==> src/hw/id_ctrl_pkg.sv <==
`default_nettype none

package id_ctrl_pkg;

	localparam int ALUOP_W  = 4;
	localparam int ALUSEL_W = 3;
	localparam int SRC_W    = 2;
	localparam int BR_W     = 4;

	localparam logic [ALUOP_W-1:0] ALUOP_NOP  = 4'd0;
	localparam logic [ALUOP_W-1:0] ALUOP_AND  = 4'd1;
	localparam logic [ALUOP_W-1:0] ALUOP_OR   = 4'd2;
	localparam logic [ALUOP_W-1:0] ALUOP_XOR  = 4'd3;
	localparam logic [ALUOP_W-1:0] ALUOP_NOR  = 4'd4;
	localparam logic [ALUOP_W-1:0] ALUOP_SLT  = 4'd5;
	localparam logic [ALUOP_W-1:0] ALUOP_SLTU = 4'd6;
	localparam logic [ALUOP_W-1:0] ALUOP_SLL  = 4'd7;
	localparam logic [ALUOP_W-1:0] ALUOP_SRL  = 4'd8;
	localparam logic [ALUOP_W-1:0] ALUOP_SRA  = 4'd9;
	localparam logic [ALUOP_W-1:0] ALUOP_ADD  = 4'd10;
	localparam logic [ALUOP_W-1:0] ALUOP_ADDU = 4'd11;
	localparam logic [ALUOP_W-1:0] ALUOP_SUB  = 4'd12;
	localparam logic [ALUOP_W-1:0] ALUOP_SUBU = 4'd13;
	localparam logic [ALUOP_W-1:0] ALUOP_LINK = 4'd14;

	// result class seen by execute
	localparam logic [ALUSEL_W-1:0] SEL_NOP     = 3'd0;
	localparam logic [ALUSEL_W-1:0] SEL_LOGIC   = 3'd1;
	localparam logic [ALUSEL_W-1:0] SEL_SHIFT   = 3'd2;
	localparam logic [ALUSEL_W-1:0] SEL_COMPARE = 3'd3;
	localparam logic [ALUSEL_W-1:0] SEL_ADD     = 3'd4;
	localparam logic [ALUSEL_W-1:0] SEL_LINK    = 3'd5;

	localparam logic [SRC_W-1:0] SRC_REG  = 2'd0;
	localparam logic [SRC_W-1:0] SRC_IMM  = 2'd1;
	localparam logic [SRC_W-1:0] SRC_LINK = 2'd2; // pc + 8
	localparam logic [SRC_W-1:0] SRC_ZERO = 2'd3;

	localparam logic [BR_W-1:0] BR_NONE = 4'd0;
	localparam logic [BR_W-1:0] BR_JABS = 4'd1;
	localparam logic [BR_W-1:0] BR_JREG = 4'd2;
	localparam logic [BR_W-1:0] BR_EQ   = 4'd3;
	localparam logic [BR_W-1:0] BR_NE   = 4'd4;
	localparam logic [BR_W-1:0] BR_LEZ  = 4'd5;
	localparam logic [BR_W-1:0] BR_GTZ  = 4'd6;
	localparam logic [BR_W-1:0] BR_LTZ  = 4'd7;
	localparam logic [BR_W-1:0] BR_GEZ  = 4'd8;

endpackage

`default_nettype wire

==> src/hw/mips_isa_pkg.sv <==
`default_nettype none

package mips_isa_pkg;

	localparam int XLEN   = 32;
	localparam int REG_AW = 5;

	localparam logic [REG_AW-1:0] LINK_REG = 5'd31; // jal / bltzal / bgezal

	// major opcodes
	localparam logic [5:0] OP_SPECIAL = 6'h00;
	localparam logic [5:0] OP_REGIMM  = 6'h01;
	localparam logic [5:0] OP_J       = 6'h02;
	localparam logic [5:0] OP_JAL     = 6'h03;
	localparam logic [5:0] OP_BEQ     = 6'h04;
	localparam logic [5:0] OP_BNE     = 6'h05;
	localparam logic [5:0] OP_BLEZ    = 6'h06;
	localparam logic [5:0] OP_BGTZ    = 6'h07;
	localparam logic [5:0] OP_ADDI    = 6'h08;
	localparam logic [5:0] OP_ADDIU   = 6'h09;
	localparam logic [5:0] OP_SLTI    = 6'h0a;
	localparam logic [5:0] OP_SLTIU   = 6'h0b;
	localparam logic [5:0] OP_ANDI    = 6'h0c;
	localparam logic [5:0] OP_ORI     = 6'h0d;
	localparam logic [5:0] OP_XORI    = 6'h0e;
	localparam logic [5:0] OP_LUI     = 6'h0f;

	// SPECIAL funct field
	localparam logic [5:0] FN_SLL  = 6'h00;
	localparam logic [5:0] FN_SRL  = 6'h02;
	localparam logic [5:0] FN_SRA  = 6'h03;
	localparam logic [5:0] FN_SLLV = 6'h04;
	localparam logic [5:0] FN_SRLV = 6'h06;
	localparam logic [5:0] FN_SRAV = 6'h07;
	localparam logic [5:0] FN_JR   = 6'h08;
	localparam logic [5:0] FN_JALR = 6'h09;
	localparam logic [5:0] FN_ADD  = 6'h20;
	localparam logic [5:0] FN_ADDU = 6'h21;
	localparam logic [5:0] FN_SUB  = 6'h22;
	localparam logic [5:0] FN_SUBU = 6'h23;
	localparam logic [5:0] FN_AND  = 6'h24;
	localparam logic [5:0] FN_OR   = 6'h25;
	localparam logic [5:0] FN_XOR  = 6'h26;
	localparam logic [5:0] FN_NOR  = 6'h27;
	localparam logic [5:0] FN_SLT  = 6'h2a;
	localparam logic [5:0] FN_SLTU = 6'h2b;

	// REGIMM codes sit in the rt field
	localparam logic [REG_AW-1:0] RI_BLTZ   = 5'h00;
	localparam logic [REG_AW-1:0] RI_BGEZ   = 5'h01;
	localparam logic [REG_AW-1:0] RI_BLTZAL = 5'h10;
	localparam logic [REG_AW-1:0] RI_BGEZAL = 5'h11;

	typedef union packed {
		struct packed {
			logic [5:0]        op;
			logic [REG_AW-1:0] rs;
			logic [REG_AW-1:0] rt;
			logic [REG_AW-1:0] rd;
			logic [REG_AW-1:0] sa;
			logic [5:0]        funct;
		} r_fmt;
		struct packed {
			logic [5:0]        op;
			logic [REG_AW-1:0] rs;
			logic [REG_AW-1:0] rt;
			logic [15:0]       imm16;
		} i_fmt;
		struct packed {
			logic [5:0]  op;
			logic [25:0] index26;
		} j_fmt;
	} instr_u;

endpackage

`default_nettype wire

==> src/hw/branch_unit.sv <==
`default_nettype none

module branch_unit (
	input  wire [id_ctrl_pkg::BR_W-1:0]     br_kind_i,
	input  wire [mips_isa_pkg::XLEN-1:0]    pc_i,
	input  wire mips_isa_pkg::instr_u       inst_i,
	input  wire [mips_isa_pkg::XLEN-1:0]    rs_data_i,
	input  wire [mips_isa_pkg::XLEN-1:0]    rt_data_i,
	output logic                            taken_o,
	output logic [mips_isa_pkg::XLEN-1:0]   target_o
);

	logic [mips_isa_pkg::XLEN-1:0]        pc_plus4;
	logic [mips_isa_pkg::XLEN-1:0]        br_offset;
	logic signed [mips_isa_pkg::XLEN-1:0] rs_s;

	assign pc_plus4  = pc_i + 32'd4;
	assign br_offset = {{14{inst_i.i_fmt.imm16[15]}}, inst_i.i_fmt.imm16, 2'b00};
	assign rs_s      = rs_data_i;

	always_comb begin
		taken_o  = 1'b0;
		target_o = pc_plus4 + br_offset; // delay slot relative
		case (br_kind_i)
			id_ctrl_pkg::BR_JABS: begin
				taken_o  = 1'b1;
				target_o = {pc_plus4[31:28], inst_i.j_fmt.index26, 2'b00};
			end
			id_ctrl_pkg::BR_JREG: begin
				taken_o  = 1'b1;
				target_o = rs_data_i;
			end
			id_ctrl_pkg::BR_EQ:  taken_o = (rs_data_i == rt_data_i);
			id_ctrl_pkg::BR_NE:  taken_o = (rs_data_i != rt_data_i);
			// signed against zero
			id_ctrl_pkg::BR_LEZ: taken_o = (rs_s <= 0);
			id_ctrl_pkg::BR_GTZ: taken_o = (rs_s > 0);
			id_ctrl_pkg::BR_LTZ: taken_o = (rs_s < 0);
			id_ctrl_pkg::BR_GEZ: taken_o = (rs_s >= 0);
			default:             taken_o = 1'b0;
		endcase
	end

endmodule

`default_nettype wire

==> src/hw/id_stage.sv <==
`default_nettype none

module id_stage (
	input  wire                                 clk,
	input  wire                                 rst_n_i,
	input  wire                                 inst_valid_i,
	output logic                                inst_ready_o,
	input  wire  [mips_isa_pkg::XLEN-1:0]       inst_pc_i,
	input  wire  mips_isa_pkg::instr_u          inst_i,
	input  wire                                 wb_we_i,
	input  wire  [mips_isa_pkg::REG_AW-1:0]     wb_addr_i,
	input  wire  [mips_isa_pkg::XLEN-1:0]       wb_data_i,
	output logic                                ex_valid_o,
	input  wire                                 ex_ready_i,
	output logic [id_ctrl_pkg::ALUOP_W-1:0]     ex_aluop_o,
	output logic [id_ctrl_pkg::ALUSEL_W-1:0]    ex_alusel_o,
	output logic [mips_isa_pkg::XLEN-1:0]       ex_src1_o,
	output logic [mips_isa_pkg::XLEN-1:0]       ex_src2_o,
	output logic [mips_isa_pkg::REG_AW-1:0]     ex_dest_o,
	output logic                                ex_wreg_o,
	output logic                                ex_invalid_o,
	output logic                                ex_branch_o,
	output logic [mips_isa_pkg::XLEN-1:0]       ex_target_o
);

	logic [mips_isa_pkg::REG_AW-1:0]   rs_addr;
	logic [mips_isa_pkg::REG_AW-1:0]   rt_addr;
	logic [mips_isa_pkg::XLEN-1:0]     rs_data;
	logic [mips_isa_pkg::XLEN-1:0]     rt_data;
	logic [id_ctrl_pkg::ALUOP_W-1:0]   aluop;
	logic [id_ctrl_pkg::ALUSEL_W-1:0]  alusel;
	logic [id_ctrl_pkg::SRC_W-1:0]     src1_sel;
	logic [id_ctrl_pkg::SRC_W-1:0]     src2_sel;
	logic [mips_isa_pkg::XLEN-1:0]     imm;
	logic [mips_isa_pkg::REG_AW-1:0]   dest;
	logic                              wreg;
	logic                              invalid;
	logic [id_ctrl_pkg::BR_W-1:0]      br_kind;
	logic                              taken;
	logic [mips_isa_pkg::XLEN-1:0]     target;

	regfile u_regfile (
		.clk(clk), .rst_n_i(rst_n_i),
		.we_i(wb_we_i), .waddr_i(wb_addr_i), .wdata_i(wb_data_i),
		.raddr1_i(rs_addr), .raddr2_i(rt_addr),
		.rdata1_o(rs_data), .rdata2_o(rt_data)
	);

	inst_decoder u_decoder (
		.inst_i(inst_i),
		.rs_addr_o(rs_addr), .rt_addr_o(rt_addr),
		.aluop_o(aluop), .alusel_o(alusel),
		.src1_sel_o(src1_sel), .src2_sel_o(src2_sel),
		.imm_o(imm),
		.dest_o(dest), .wreg_o(wreg), .invalid_o(invalid),
		.br_kind_o(br_kind)
	);

	branch_unit u_branch (
		.br_kind_i(br_kind), .pc_i(inst_pc_i), .inst_i(inst_i),
		.rs_data_i(rs_data), .rt_data_i(rt_data),
		.taken_o(taken), .target_o(target)
	);

	operand_issue u_issue (
		.clk(clk), .rst_n_i(rst_n_i),
		.in_valid_i(inst_valid_i), .in_ready_o(inst_ready_o),
		.pc_i(inst_pc_i), .rs_data_i(rs_data), .rt_data_i(rt_data), .imm_i(imm),
		.src1_sel_i(src1_sel), .src2_sel_i(src2_sel),
		.aluop_i(aluop), .alusel_i(alusel),
		.dest_i(dest), .wreg_i(wreg), .invalid_i(invalid),
		.taken_i(taken), .target_i(target),
		.out_valid_o(ex_valid_o), .out_ready_i(ex_ready_i),
		.ex_aluop_o(ex_aluop_o), .ex_alusel_o(ex_alusel_o),
		.ex_src1_o(ex_src1_o), .ex_src2_o(ex_src2_o),
		.ex_dest_o(ex_dest_o), .ex_wreg_o(ex_wreg_o), .ex_invalid_o(ex_invalid_o),
		.ex_branch_o(ex_branch_o), .ex_target_o(ex_target_o)
	);

endmodule

`default_nettype wire

==> src/hw/inst_decoder.sv <==
`default_nettype none

module inst_decoder (
	input  wire mips_isa_pkg::instr_u         inst_i,
	output logic [mips_isa_pkg::REG_AW-1:0]   rs_addr_o,
	output logic [mips_isa_pkg::REG_AW-1:0]   rt_addr_o,
	output logic [id_ctrl_pkg::ALUOP_W-1:0]   aluop_o,
	output logic [id_ctrl_pkg::ALUSEL_W-1:0]  alusel_o,
	output logic [id_ctrl_pkg::SRC_W-1:0]     src1_sel_o,
	output logic [id_ctrl_pkg::SRC_W-1:0]     src2_sel_o,
	output logic [mips_isa_pkg::XLEN-1:0]     imm_o,
	output logic [mips_isa_pkg::REG_AW-1:0]   dest_o,
	output logic                              wreg_o,
	output logic                              invalid_o,
	output logic [id_ctrl_pkg::BR_W-1:0]      br_kind_o
);

	logic [5:0]  op;
	logic [5:0]  funct;
	logic [15:0] imm16;
	logic        sa_shift;
	logic        imm_alu;
	logic        zext_imm;
	logic        link;

	assign op        = inst_i.r_fmt.op;
	assign funct     = inst_i.r_fmt.funct;
	assign imm16     = inst_i.i_fmt.imm16;
	assign rs_addr_o = inst_i.i_fmt.rs;
	assign rt_addr_o = inst_i.i_fmt.rt;

	assign sa_shift = (op == mips_isa_pkg::OP_SPECIAL) &&
		(funct inside {mips_isa_pkg::FN_SLL, mips_isa_pkg::FN_SRL, mips_isa_pkg::FN_SRA});
	assign imm_alu  = op inside {mips_isa_pkg::OP_ADDI, mips_isa_pkg::OP_ADDIU,
		mips_isa_pkg::OP_SLTI, mips_isa_pkg::OP_SLTIU, mips_isa_pkg::OP_ANDI,
		mips_isa_pkg::OP_ORI, mips_isa_pkg::OP_XORI, mips_isa_pkg::OP_LUI};
	assign zext_imm = op inside {mips_isa_pkg::OP_ANDI, mips_isa_pkg::OP_ORI,
		mips_isa_pkg::OP_XORI};

	// sa goes out through the immediate path
	assign imm_o = sa_shift ? {{(mips_isa_pkg::XLEN-mips_isa_pkg::REG_AW){1'b0}},
			inst_i.r_fmt.sa} :
		(op == mips_isa_pkg::OP_LUI) ? {imm16, 16'h0000} :
		zext_imm ? {16'h0000, imm16} : {{16{imm16[15]}}, imm16};

	always_comb begin
		aluop_o    = id_ctrl_pkg::ALUOP_NOP;
		src1_sel_o = id_ctrl_pkg::SRC_REG;
		src2_sel_o = id_ctrl_pkg::SRC_REG;
		dest_o     = inst_i.i_fmt.rt;
		wreg_o     = 1'b0;
		invalid_o  = 1'b0;
		br_kind_o  = id_ctrl_pkg::BR_NONE;
		link       = 1'b0;
		case (op)
			mips_isa_pkg::OP_SPECIAL: begin
				dest_o = inst_i.r_fmt.rd;
				wreg_o = 1'b1;
				case (funct)
					mips_isa_pkg::FN_AND:  aluop_o = id_ctrl_pkg::ALUOP_AND;
					mips_isa_pkg::FN_OR:   aluop_o = id_ctrl_pkg::ALUOP_OR;
					mips_isa_pkg::FN_XOR:  aluop_o = id_ctrl_pkg::ALUOP_XOR;
					mips_isa_pkg::FN_NOR:  aluop_o = id_ctrl_pkg::ALUOP_NOR;
					mips_isa_pkg::FN_SLT:  aluop_o = id_ctrl_pkg::ALUOP_SLT;
					mips_isa_pkg::FN_SLTU: aluop_o = id_ctrl_pkg::ALUOP_SLTU;
					mips_isa_pkg::FN_SLL:  aluop_o = id_ctrl_pkg::ALUOP_SLL;
					mips_isa_pkg::FN_SRL:  aluop_o = id_ctrl_pkg::ALUOP_SRL;
					mips_isa_pkg::FN_SRA:  aluop_o = id_ctrl_pkg::ALUOP_SRA;
					mips_isa_pkg::FN_SLLV: aluop_o = id_ctrl_pkg::ALUOP_SLL;
					mips_isa_pkg::FN_SRLV: aluop_o = id_ctrl_pkg::ALUOP_SRL;
					mips_isa_pkg::FN_SRAV: aluop_o = id_ctrl_pkg::ALUOP_SRA;
					mips_isa_pkg::FN_ADD:  aluop_o = id_ctrl_pkg::ALUOP_ADD;
					mips_isa_pkg::FN_ADDU: aluop_o = id_ctrl_pkg::ALUOP_ADDU;
					mips_isa_pkg::FN_SUB:  aluop_o = id_ctrl_pkg::ALUOP_SUB;
					mips_isa_pkg::FN_SUBU: aluop_o = id_ctrl_pkg::ALUOP_SUBU;
					mips_isa_pkg::FN_JR: begin
						wreg_o    = 1'b0;
						br_kind_o = id_ctrl_pkg::BR_JREG;
					end
					mips_isa_pkg::FN_JALR: begin
						link      = 1'b1; // links into rd
						br_kind_o = id_ctrl_pkg::BR_JREG;
					end
					default: invalid_o = 1'b1;
				endcase
			end
			mips_isa_pkg::OP_REGIMM: begin
				case (inst_i.i_fmt.rt)
					mips_isa_pkg::RI_BLTZ: br_kind_o = id_ctrl_pkg::BR_LTZ;
					mips_isa_pkg::RI_BGEZ: br_kind_o = id_ctrl_pkg::BR_GEZ;
					mips_isa_pkg::RI_BLTZAL: begin
						link      = 1'b1;
						br_kind_o = id_ctrl_pkg::BR_LTZ;
					end
					mips_isa_pkg::RI_BGEZAL: begin
						link      = 1'b1;
						br_kind_o = id_ctrl_pkg::BR_GEZ;
					end
					default: invalid_o = 1'b1;
				endcase
			end
			mips_isa_pkg::OP_J: br_kind_o = id_ctrl_pkg::BR_JABS;
			mips_isa_pkg::OP_JAL: begin
				link      = 1'b1;
				br_kind_o = id_ctrl_pkg::BR_JABS;
			end
			mips_isa_pkg::OP_BEQ:   br_kind_o = id_ctrl_pkg::BR_EQ;
			mips_isa_pkg::OP_BNE:   br_kind_o = id_ctrl_pkg::BR_NE;
			mips_isa_pkg::OP_BLEZ:  br_kind_o = id_ctrl_pkg::BR_LEZ;
			mips_isa_pkg::OP_BGTZ:  br_kind_o = id_ctrl_pkg::BR_GTZ;
			mips_isa_pkg::OP_ANDI:  aluop_o = id_ctrl_pkg::ALUOP_AND;
			mips_isa_pkg::OP_ORI:   aluop_o = id_ctrl_pkg::ALUOP_OR;
			mips_isa_pkg::OP_XORI:  aluop_o = id_ctrl_pkg::ALUOP_XOR;
			mips_isa_pkg::OP_LUI:   aluop_o = id_ctrl_pkg::ALUOP_XOR; // rs ^ (imm << 16)
			mips_isa_pkg::OP_SLTI:  aluop_o = id_ctrl_pkg::ALUOP_SLT;
			mips_isa_pkg::OP_SLTIU: aluop_o = id_ctrl_pkg::ALUOP_SLTU;
			mips_isa_pkg::OP_ADDI:  aluop_o = id_ctrl_pkg::ALUOP_ADD;
			mips_isa_pkg::OP_ADDIU: aluop_o = id_ctrl_pkg::ALUOP_ADDU;
			default: invalid_o = 1'b1;
		endcase
		if (imm_alu) begin
			src2_sel_o = id_ctrl_pkg::SRC_IMM;
			wreg_o     = 1'b1;
		end
		if (sa_shift) begin
			src1_sel_o = id_ctrl_pkg::SRC_IMM;
		end
		// return address pc+8 through the alu
		if (link) begin
			aluop_o    = id_ctrl_pkg::ALUOP_LINK;
			src1_sel_o = id_ctrl_pkg::SRC_LINK;
			src2_sel_o = id_ctrl_pkg::SRC_ZERO;
			wreg_o     = 1'b1;
			if (op != mips_isa_pkg::OP_SPECIAL) begin
				dest_o = mips_isa_pkg::LINK_REG;
			end
		end
		if (invalid_o) begin
			wreg_o = 1'b0;
		end
	end

	// class follows from the op
	always_comb begin
		case (aluop_o)
			id_ctrl_pkg::ALUOP_AND, id_ctrl_pkg::ALUOP_OR, id_ctrl_pkg::ALUOP_XOR,
			id_ctrl_pkg::ALUOP_NOR:  alusel_o = id_ctrl_pkg::SEL_LOGIC;
			id_ctrl_pkg::ALUOP_SLT, id_ctrl_pkg::ALUOP_SLTU:
				alusel_o = id_ctrl_pkg::SEL_COMPARE;
			id_ctrl_pkg::ALUOP_SLL, id_ctrl_pkg::ALUOP_SRL, id_ctrl_pkg::ALUOP_SRA:
				alusel_o = id_ctrl_pkg::SEL_SHIFT;
			id_ctrl_pkg::ALUOP_ADD, id_ctrl_pkg::ALUOP_ADDU, id_ctrl_pkg::ALUOP_SUB,
			id_ctrl_pkg::ALUOP_SUBU: alusel_o = id_ctrl_pkg::SEL_ADD;
			id_ctrl_pkg::ALUOP_LINK: alusel_o = id_ctrl_pkg::SEL_LINK;
			default:                 alusel_o = id_ctrl_pkg::SEL_NOP;
		endcase
	end

endmodule

`default_nettype wire

==> src/hw/operand_issue.sv <==
`default_nettype none

module operand_issue (
	input  wire                                 clk,
	input  wire                                 rst_n_i,
	input  wire                                 in_valid_i,
	output logic                                in_ready_o,
	input  wire  [mips_isa_pkg::XLEN-1:0]       pc_i,
	input  wire  [mips_isa_pkg::XLEN-1:0]       rs_data_i,
	input  wire  [mips_isa_pkg::XLEN-1:0]       rt_data_i,
	input  wire  [mips_isa_pkg::XLEN-1:0]       imm_i,
	input  wire  [id_ctrl_pkg::SRC_W-1:0]       src1_sel_i,
	input  wire  [id_ctrl_pkg::SRC_W-1:0]       src2_sel_i,
	input  wire  [id_ctrl_pkg::ALUOP_W-1:0]     aluop_i,
	input  wire  [id_ctrl_pkg::ALUSEL_W-1:0]    alusel_i,
	input  wire  [mips_isa_pkg::REG_AW-1:0]     dest_i,
	input  wire                                 wreg_i,
	input  wire                                 invalid_i,
	input  wire                                 taken_i,
	input  wire  [mips_isa_pkg::XLEN-1:0]       target_i,
	output logic                                out_valid_o,
	input  wire                                 out_ready_i,
	output logic [id_ctrl_pkg::ALUOP_W-1:0]     ex_aluop_o,
	output logic [id_ctrl_pkg::ALUSEL_W-1:0]    ex_alusel_o,
	output logic [mips_isa_pkg::XLEN-1:0]       ex_src1_o,
	output logic [mips_isa_pkg::XLEN-1:0]       ex_src2_o,
	output logic [mips_isa_pkg::REG_AW-1:0]     ex_dest_o,
	output logic                                ex_wreg_o,
	output logic                                ex_invalid_o,
	output logic                                ex_branch_o,
	output logic [mips_isa_pkg::XLEN-1:0]       ex_target_o
);

	logic [mips_isa_pkg::XLEN-1:0] pc_plus8;

	function automatic logic [mips_isa_pkg::XLEN-1:0] pick_src(
		input logic [id_ctrl_pkg::SRC_W-1:0]  sel,
		input logic [mips_isa_pkg::XLEN-1:0]  reg_val,
		input logic [mips_isa_pkg::XLEN-1:0]  imm,
		input logic [mips_isa_pkg::XLEN-1:0]  link
	);
		case (sel)
			id_ctrl_pkg::SRC_REG:  return reg_val;
			id_ctrl_pkg::SRC_IMM:  return imm;
			id_ctrl_pkg::SRC_LINK: return link;
			default:               return '0;
		endcase
	endfunction

	assign pc_plus8   = pc_i + 32'd8;
	assign in_ready_o = !out_valid_o || out_ready_i; // slot empty or draining

	always_ff @(posedge clk or negedge rst_n_i) begin
		if (!rst_n_i) begin
			out_valid_o <= 1'b0;
		end else if (in_ready_o) begin
			out_valid_o <= in_valid_i;
		end
	end

	always_ff @(posedge clk) begin
		if (in_valid_i && in_ready_o) begin
			ex_aluop_o   <= aluop_i;
			ex_alusel_o  <= alusel_i;
			ex_src1_o    <= pick_src(src1_sel_i, rs_data_i, imm_i, pc_plus8);
			ex_src2_o    <= pick_src(src2_sel_i, rt_data_i, imm_i, pc_plus8);
			ex_dest_o    <= dest_i;
			ex_wreg_o    <= wreg_i;
			ex_invalid_o <= invalid_i;
			ex_branch_o  <= taken_i;
			ex_target_o  <= target_i;
		end
	end

endmodule

`default_nettype wire

==> src/hw/regfile.sv <==
`default_nettype none

module regfile (
	input  wire         clk,
	input  wire         rst_n_i,
	input  wire         we_i,
	input  wire  [4:0]  waddr_i,
	input  wire  [31:0] wdata_i,
	input  wire  [4:0]  raddr1_i,
	input  wire  [4:0]  raddr2_i,
	output logic [31:0] rdata1_o,
	output logic [31:0] rdata2_o
);

	// r0 has no storage
	logic [31:0] regs [1:31];

	always_ff @(posedge clk or negedge rst_n_i) begin
		if (!rst_n_i) begin
			for (int i = 1; i < 32; i++) begin
				regs[i] <= '0;
			end
		end else if (we_i && (waddr_i != 5'd0)) begin
			regs[waddr_i] <= wdata_i;
		end
	end

	// no write-through, a write shows up the cycle after
	assign rdata1_o = (raddr1_i == 5'd0) ? '0 : regs[raddr1_i];
	assign rdata2_o = (raddr2_i == 5'd0) ? '0 : regs[raddr2_i];

endmodule

`default_nettype wire

==> config.mk <==
export PLATFORM = sky130hd
export DESIGN_NAME = id_stage
export DESIGN_NICKNAME = d
export VERILOG_FILES = /design/src/hw/id_ctrl_pkg.sv /design/src/hw/mips_isa_pkg.sv /design/src/hw/branch_unit.sv /design/src/hw/id_stage.sv /design/src/hw/inst_decoder.sv /design/src/hw/operand_issue.sv /design/src/hw/regfile.sv
export SDC_FILE = /design/constraint.sdc
export NUM_CORES = 2
export LEC_CHECK = 0
export BUFFER_PORTS_ARGS = -buffer_cell sky130_fd_sc_hd__buf_2
export CORE_MARGIN = 4
export CORE_UTILIZATION = 60
export DETAILED_ROUTE_END_ITERATION = 10
export PLACE_DENSITY_LB_ADDON = 0.25
export SYNTH_ARGS = -nofsm -noshare
export SYNTH_HDL_FRONTEND = slang
export SYNTH_HIERARCHICAL = 1
export SYNTH_SLANG_ARGS = --single-unit
==> constraint.sdc <==
create_clock -name clk -period 6.9 [get_ports clk]
set_input_delay 1.035 -clock clk [delete_from_list [all_inputs] [get_ports clk]]
set_output_delay 1.035 -clock clk [all_outputs]
set_load 0.02 [all_outputs]
======== After elaboration in Yosys (flattened, before gate mapping) ========
Memories as Yosys holds them, arrays and structs flattened. A register that Yosys moved wholly into a read port is not among the register bits.
Cells that the tools add are included.
word-level totals
  memories kept ........................... 1
  bits in registers ....................... 1101
  ROM bits ................................ 48
cells by class
  equal/unequal tests ..................... 49
  $lt $le $gt $ge ......................... 8
  bitwise logic cells ..................... 3
  $add $sub $neg .......................... 3
  muxes and demuxes ....................... 41
  reduce and logical (&&, ||, !) cells .... 30
memories
  memory           depth  width  read ports  clocked after Yosys merged registers in  wr ports  line                 text
  (no name shown)  16     3      1           1                                        0         inst_decoder.sv:145  case (aluop_o)
operator list
  cell                   count
  $bwmux 992             1
  $bmux 32 s5            2
  $mux 32                10
  $pmux 32 s3            2
  $demux 32 s5           1
  $pmux 32 s2            1
  $eq 6x4->1 const B     10
  $eq 6x6->1 const B     10
  $pmux 4 s13            1
  $eq 6x3->1 const B     7
  $add 32x3->32 const B  1
  $add 32x32->32         1
  $add 32x4->32 const B  1
  $eq 32x32->1           1
  $ge 32x1->1 const B    1
  $gt 32x1->1 const B    1
  $le 32x1->1 const B    1
  $lt 32x1->1 const B    1
  $ne 32x32->1           1
  $pmux 4 s8             1
  $pmux 4 s7             1
  $eq 6x2->1 const B     4
  $reduce_or 2->1        10
  $ge 6x6->1 const B     3
  31 further kinds       61

======== Depth between registers and ports, before layout ========
  depth after elaboration ................. 7
  depth in mapped cells ................... 17
  depth with buffers taken out ............ 16

======== Cells and area by module ========
The synthesis kept the hierarchy.
modules (own cells, without submodules)
  module         sequential area each (sq um)  cells an instance  area each (sq um)  instances
  regfile        24823.8                       3612               53491.3            1
  operand_issue  3358.2                        380                5197.5             1
  branch_unit    0.0                           461                3155.5             1
  inst_decoder   0.0                           166                1036.0             1

======== Worst setup path after synthesis ========
OpenSTA, ideal clock, no wires.
  kind .................................... input port to flip-flop
  start point ............................. input ex_ready_i
  end point ............................... register u_issue/ex_aluop_o[0] in the netlist's numbering (enable)
  required time ........................... 6.418 ns
  path slack .............................. 2.521 ns
  path buffers ............................ 0
  stages on the path ...................... 2
  arrival time ............................ 3.896 ns
  cell sequence ........................... nand2b_1 -> and2_1
on the way
  word-level cells in the longest chain between the ends .. 2
ends and longest elaborated chain
  what                    line                 text
  start: declaration      id_stage.sv:14       input wire ex_ready_i,
  $logic_or 1x1->1        operand_issue.sv:51  assign in_ready_o = !out_valid_o || out_ready_i;
  $logic_and 1x1->1       operand_issue.sv:62  if (in_valid_i && in_ready_o) begin
  end signal: assignment  operand_issue.sv:63  ex_aluop_o <= aluop_i;
  end: declaration        operand_issue.sv:23  output logic [id_ctrl_pkg::ALUOP_W-1:0] ex_aluop_o,
No other way between the ends.
A chain may end at the register's enable or synchronous reset.

======== Worst setup path in the final report ========
  start point ............................. input inst_i[21] in the netlist's numbering
  end point ............................... register u_issue.ex_branch_o (data pin)
on the way
  word-level cells in the longest chain between the ends .. 7
  elaborated cells on any way between the ends .. 13
ends and longest elaborated chain
  what                                        line                 text
  start: declaration                          id_stage.sv:9        input wire mips_isa_pkg::instr_u inst_i,
  $not 5->6 (not written as such)             regfile.sv:29        assign rdata1_o = (raddr1_i == 5'd0) ? '0 : regs[raddr1_i];
  $bmux 32 s5                                 regfile.sv:29
  $mux 32 (not written as such) (2 in a row)  regfile.sv:29
  $mux 32 *                                   regfile.sv:29
  net rs_data, one bit                        id_stage.sv:28       logic [mips_isa_pkg::XLEN-1:0] rs_data;
  $ge 32x1->1 (tied with other cells)         branch_unit.sv:39    id_ctrl_pkg::BR_GEZ: taken_o = (rs_s >= 0);
  $pmux 1 s7 *                                branch_unit.sv:24    case (br_kind_i)
  net taken                                   id_stage.sv:39       logic taken;
  end signal: assignment                      operand_issue.sv:70  ex_branch_o <= taken_i;
  end: declaration                            operand_issue.sv:30  output logic ex_branch_o,
The timed path passes the listed nets; every way through them passes the cells marked *. The select of a mux whose other input is x is not followed.

==> flow_summary.json <==
{
  "crit_path_frequent_cell": "nor2_1",
  "start_util_pct": 60.6,
  "area_delta_synth_final_pct": 9.16,
  "viasPerCell": 7.27,
  "grt_overflow_total": 0,
  "grt_pass1_vias": 44200,
  "syn_area_per_cell_sq_um": 13.6,
  "clock_latency_ns": 0.74,
  "hold_violations": 0,
  "fp-row-count": 118,
  "path_cells": "buf_8 -> buf_12 -> mux2_1 -> a221oi_1 -> a2111oi_0 -> or3_1 -> nor4_1 -> nand4_1 -> nor2_1 -> nor2_1 -> nor2_1 -> o2bb2ai_1 -> a221oi_1 -> o21ai_0",
  "cts.sinks": 1104,
  "ios": 219,
  "fmax_mhz": 177,
  "dp.cells": 5843,
  "first_pass_iters": 6,
  "ys_warn_count": 6,
  "worstMarginPinSlew_ns": 1.30,
  "status": "complete, no violations",
  "ant_nets": 0,
  "post-dp-hpwl_microns": 122000,
  "worst-path-buf-inv": 2,
  "die_area_sq_mm": 0.110,
  "post_drt_wl_per_cell_microns": 33.1,
  "ys.flop_type": "dfrtp_1",
  "nFillCells": 7397,
  "cp.arrival_ns": 6.08,
  "crit_path_end_kind": "flip-flop",
  "grt_max_degree": 180,
  "io_buffer_count": 218,
  "cts_made_buffers": 116,
  "cts_max_path_buffers": 3,
  "max_stage_delay_ns": 1.14,
  "htreeDepth": 3,
  "path_max_fanout": 70,
  "drc": 0,
  "synthArstFlopShare_pct": 89.9,
  "synthDistinctLibCells": 93,
  "clockRootBuffer": "clkbuf_16",
  "min_period_ns": 5.64,
  "fin_skew_ns": 0.0301,
  "grt_pass1_wl_microns": 296000,
  "p_per_area_mw_per_mm2": 287,
  "clk_pin_slew_ns": 0.06,
  "max_cap_viol_count": 0,
  "setup_viol": 0,
  "hold_buffers": 0,
  "nNetsFinal": 4720,
  "fp.dieW_microns": 332,
  "cts_tree": "done",
  "syn_nets": 4758,
  "drive_gt1_share_pct": 42.9,
  "grt_setup_unrepaired": "no",
  "antenna_found_initial": 5,
  "postCtsSetupBuffers": 0,
  "gp_routability_congestion": 1.03,
  "die_h_microns": 332,
  "required_ns": 7.34,
  "syn_area_sq_mm": 0.0629,
  "grt_usage_pct": 35.9,
  "ir_drop_mv": 0.202,
  "setup-tns-final_ns": 0,
  "min_path_type": "input port to async pin",
  "synth-seq-cells": 1104,
  "syn_inst": 4619,
  "crit_path_start_kind": "input port",
  "final_cell_count_no_fill": 6064,
  "cts_resized": 0,
  "routed_wl_microns": 201000,
  "seq_area_frac_synth_pct": 44.8,
  "rrSetupSlack_ns": 2.37,
  "core-area_sq_mm": 0.104,
  "power.leakage_nw": 29.4,
  "route.vias.total": 44100,
  "synth_edf_count": 111,
  "drtIter0Drc": 5665,
  "slew_violations": 0,
  "max_slew_margin_pct": 12.7,
  "worstSetupPathType": "input port to flip-flop",
  "post-route-period-util_pct": 81.8,
  "cpLargestDelayFamily": "simple AND/OR/NAND/NOR gates",
  "cp_slowest_cell": "nor4_1"
}
[cells in the mapped netlist, drive strengths merged (12+ instances only)]
master | instances | area share (%)
mux2 | 1069 | 19
dfrtp | 993 | 40
mux4 | 377 | 14
mux2i | 312 | 5.0
buf | 262 | 2.4
clkbuf | 199 | 1.2
a22oi | 140 | 1.7
edfxtp | 111 | 5.3
nor2 | 104 | 0.66
nand2 | 87 | 0.52
o21ai | 82 | 0.66
xor2 | 72 | 1.0
o22ai | 54 | 0.55
nand3 | 51 | 0.46
nor2b | 49 | 0.49
a221oi | 48 | 0.67
a21oi | 47 | 0.38
nor3 | 46 | 0.38
and3 | 45 | 0.46
xnor2 | 42 | 0.59
o211ai | 37 | 0.46
ha | 32 | 0.64
nand4 | 30 | 0.30
o31a | 28 | 0.39
inv | 26 | 0.16
nor4 | 26 | 0.34
o21a | 26 | 0.31
and2 | 22 | 0.22
a21o | 21 | 0.25
nand2b | 20 | 0.20
a221o | 19 | 0.30
a211oi | 18 | 0.22
o22a | 16 | 0.22
a22o | 12 | 0.17
[path summary, 6_finish.rpt]
kind	cells after the start	end	from
setup reg to reg	12	u_issue/ex_branch_o$_DFFE_PP_	u_regfile/regs[897]$_DFFE_PN0P_
hold / removal	1	u_regfile/regs[295]$_DFFE_PN0P_	rst_n_i
min in group clk	1	u_regfile/regs[769]$_DFFE_PN0P_	u_regfile/regs[769]$_DFFE_PN0P_
setup / recovery	14	u_issue/ex_branch_o$_DFFE_PP_	inst_i[21]
max in group asynchronous	2	u_regfile/regs[118]$_DFFE_PN0P_	rst_n_i
hold reg to reg	1	u_regfile/regs[769]$_DFFE_PN0P_	u_regfile/regs[769]$_DFFE_PN0P_
[per-layer routing]
layer | track usage, % | wire length (microns) | share of wire (%) | up-vias
li1 | - | - | - | 17700
met1 | 49.7 | 78300 | 39 | 23000
met2 | 53.6 | 88800 | 44 | 2781
met3 | 10.7 | 24200 | 12 | 563
met4 | 14.8 | 9460 | 4.7 | 0
met5 | 0 | 0 | 0 | -
[final cells by class]
type	instances	area [sq um]	area share, %
tap	1380	1730	2.52
inverter	27	101	0.148
multi-input combinational	3027	32600	47.4
timing repair buffer	305	2010	2.93
antenna	4	10.0	0.0146
clock inverter	40	464	0.676
sequential	1104	28200	41.1
clock buffer	177	3580	5.22
[power breakdown]
part | internal (mW) | switching (mW) | total, mW
combinational | 2.31 | 2.10 | 4.41
sequential | 7.81 | 0.881 | 8.69
clock | 3.90 | 2.69 | 6.59
[sequential cells by signal, summed over array words and instances (netlist names), 3 cells and up]
| signal | flops |
|---|---|
| u_issue/ex_alusel_o | 3 |
| u_issue/ex_src2_o | 32 |
| u_issue/ex_dest_o | 5 |
| u_issue/ex_target_o | 32 |
| u_regfile/regs | 992 |
| u_issue/ex_aluop_o | 4 |
| u_issue/ex_src1_o | 32 |
[placed cells by master, fill, tap and decap left out, drive strengths merged, types with 82 or more instances in the layout]
cell type	netlist	final
mux2i	312	312
nand2	87	87
edfxtp	111	111
o21ai	82	82
buf	262	304
nor2	104	104
dfrtp	993	993
clkbuf	199	178
a22oi	140	140
mux2	1069	1069
mux4	377	377
[through the flow]
step | instance area (sq um) | setup WS, ns | hold slack, ns | total power [mW] | util, %
after floorplan | 62900 | 2.52 | 0.470 | 11.7 | -
after global placement | 64600 | 1.21 | 0.482 | 12.9 | 62.2
after detailed placement | 64600 | 1.30 | 0.494 | 13.1 | 62.2
after CTS | 68600 | 2.03 | 0.424 | 19.6 | 66.1
after global routing | 68600 | 1.16 | 0.454 | 20.4 | 66.1
final | 68600 | 1.26 | 0.374 | 19.7 | 66.1
[cell families after synthesis]
logic type                 Yosys count  share of synthesized area, %
AOI/OAI and AO/OA                  605                          7.03
DFF                               1104                          44.8
and+or+nand+nor                    517                          4.51
xor gates and xnor gates           114                          1.61
muxes                             1758                          37.6
buffers and inverters              488                          3.75
adders and majority gates           33                         0.669
(Power assumes the default switching activity.)
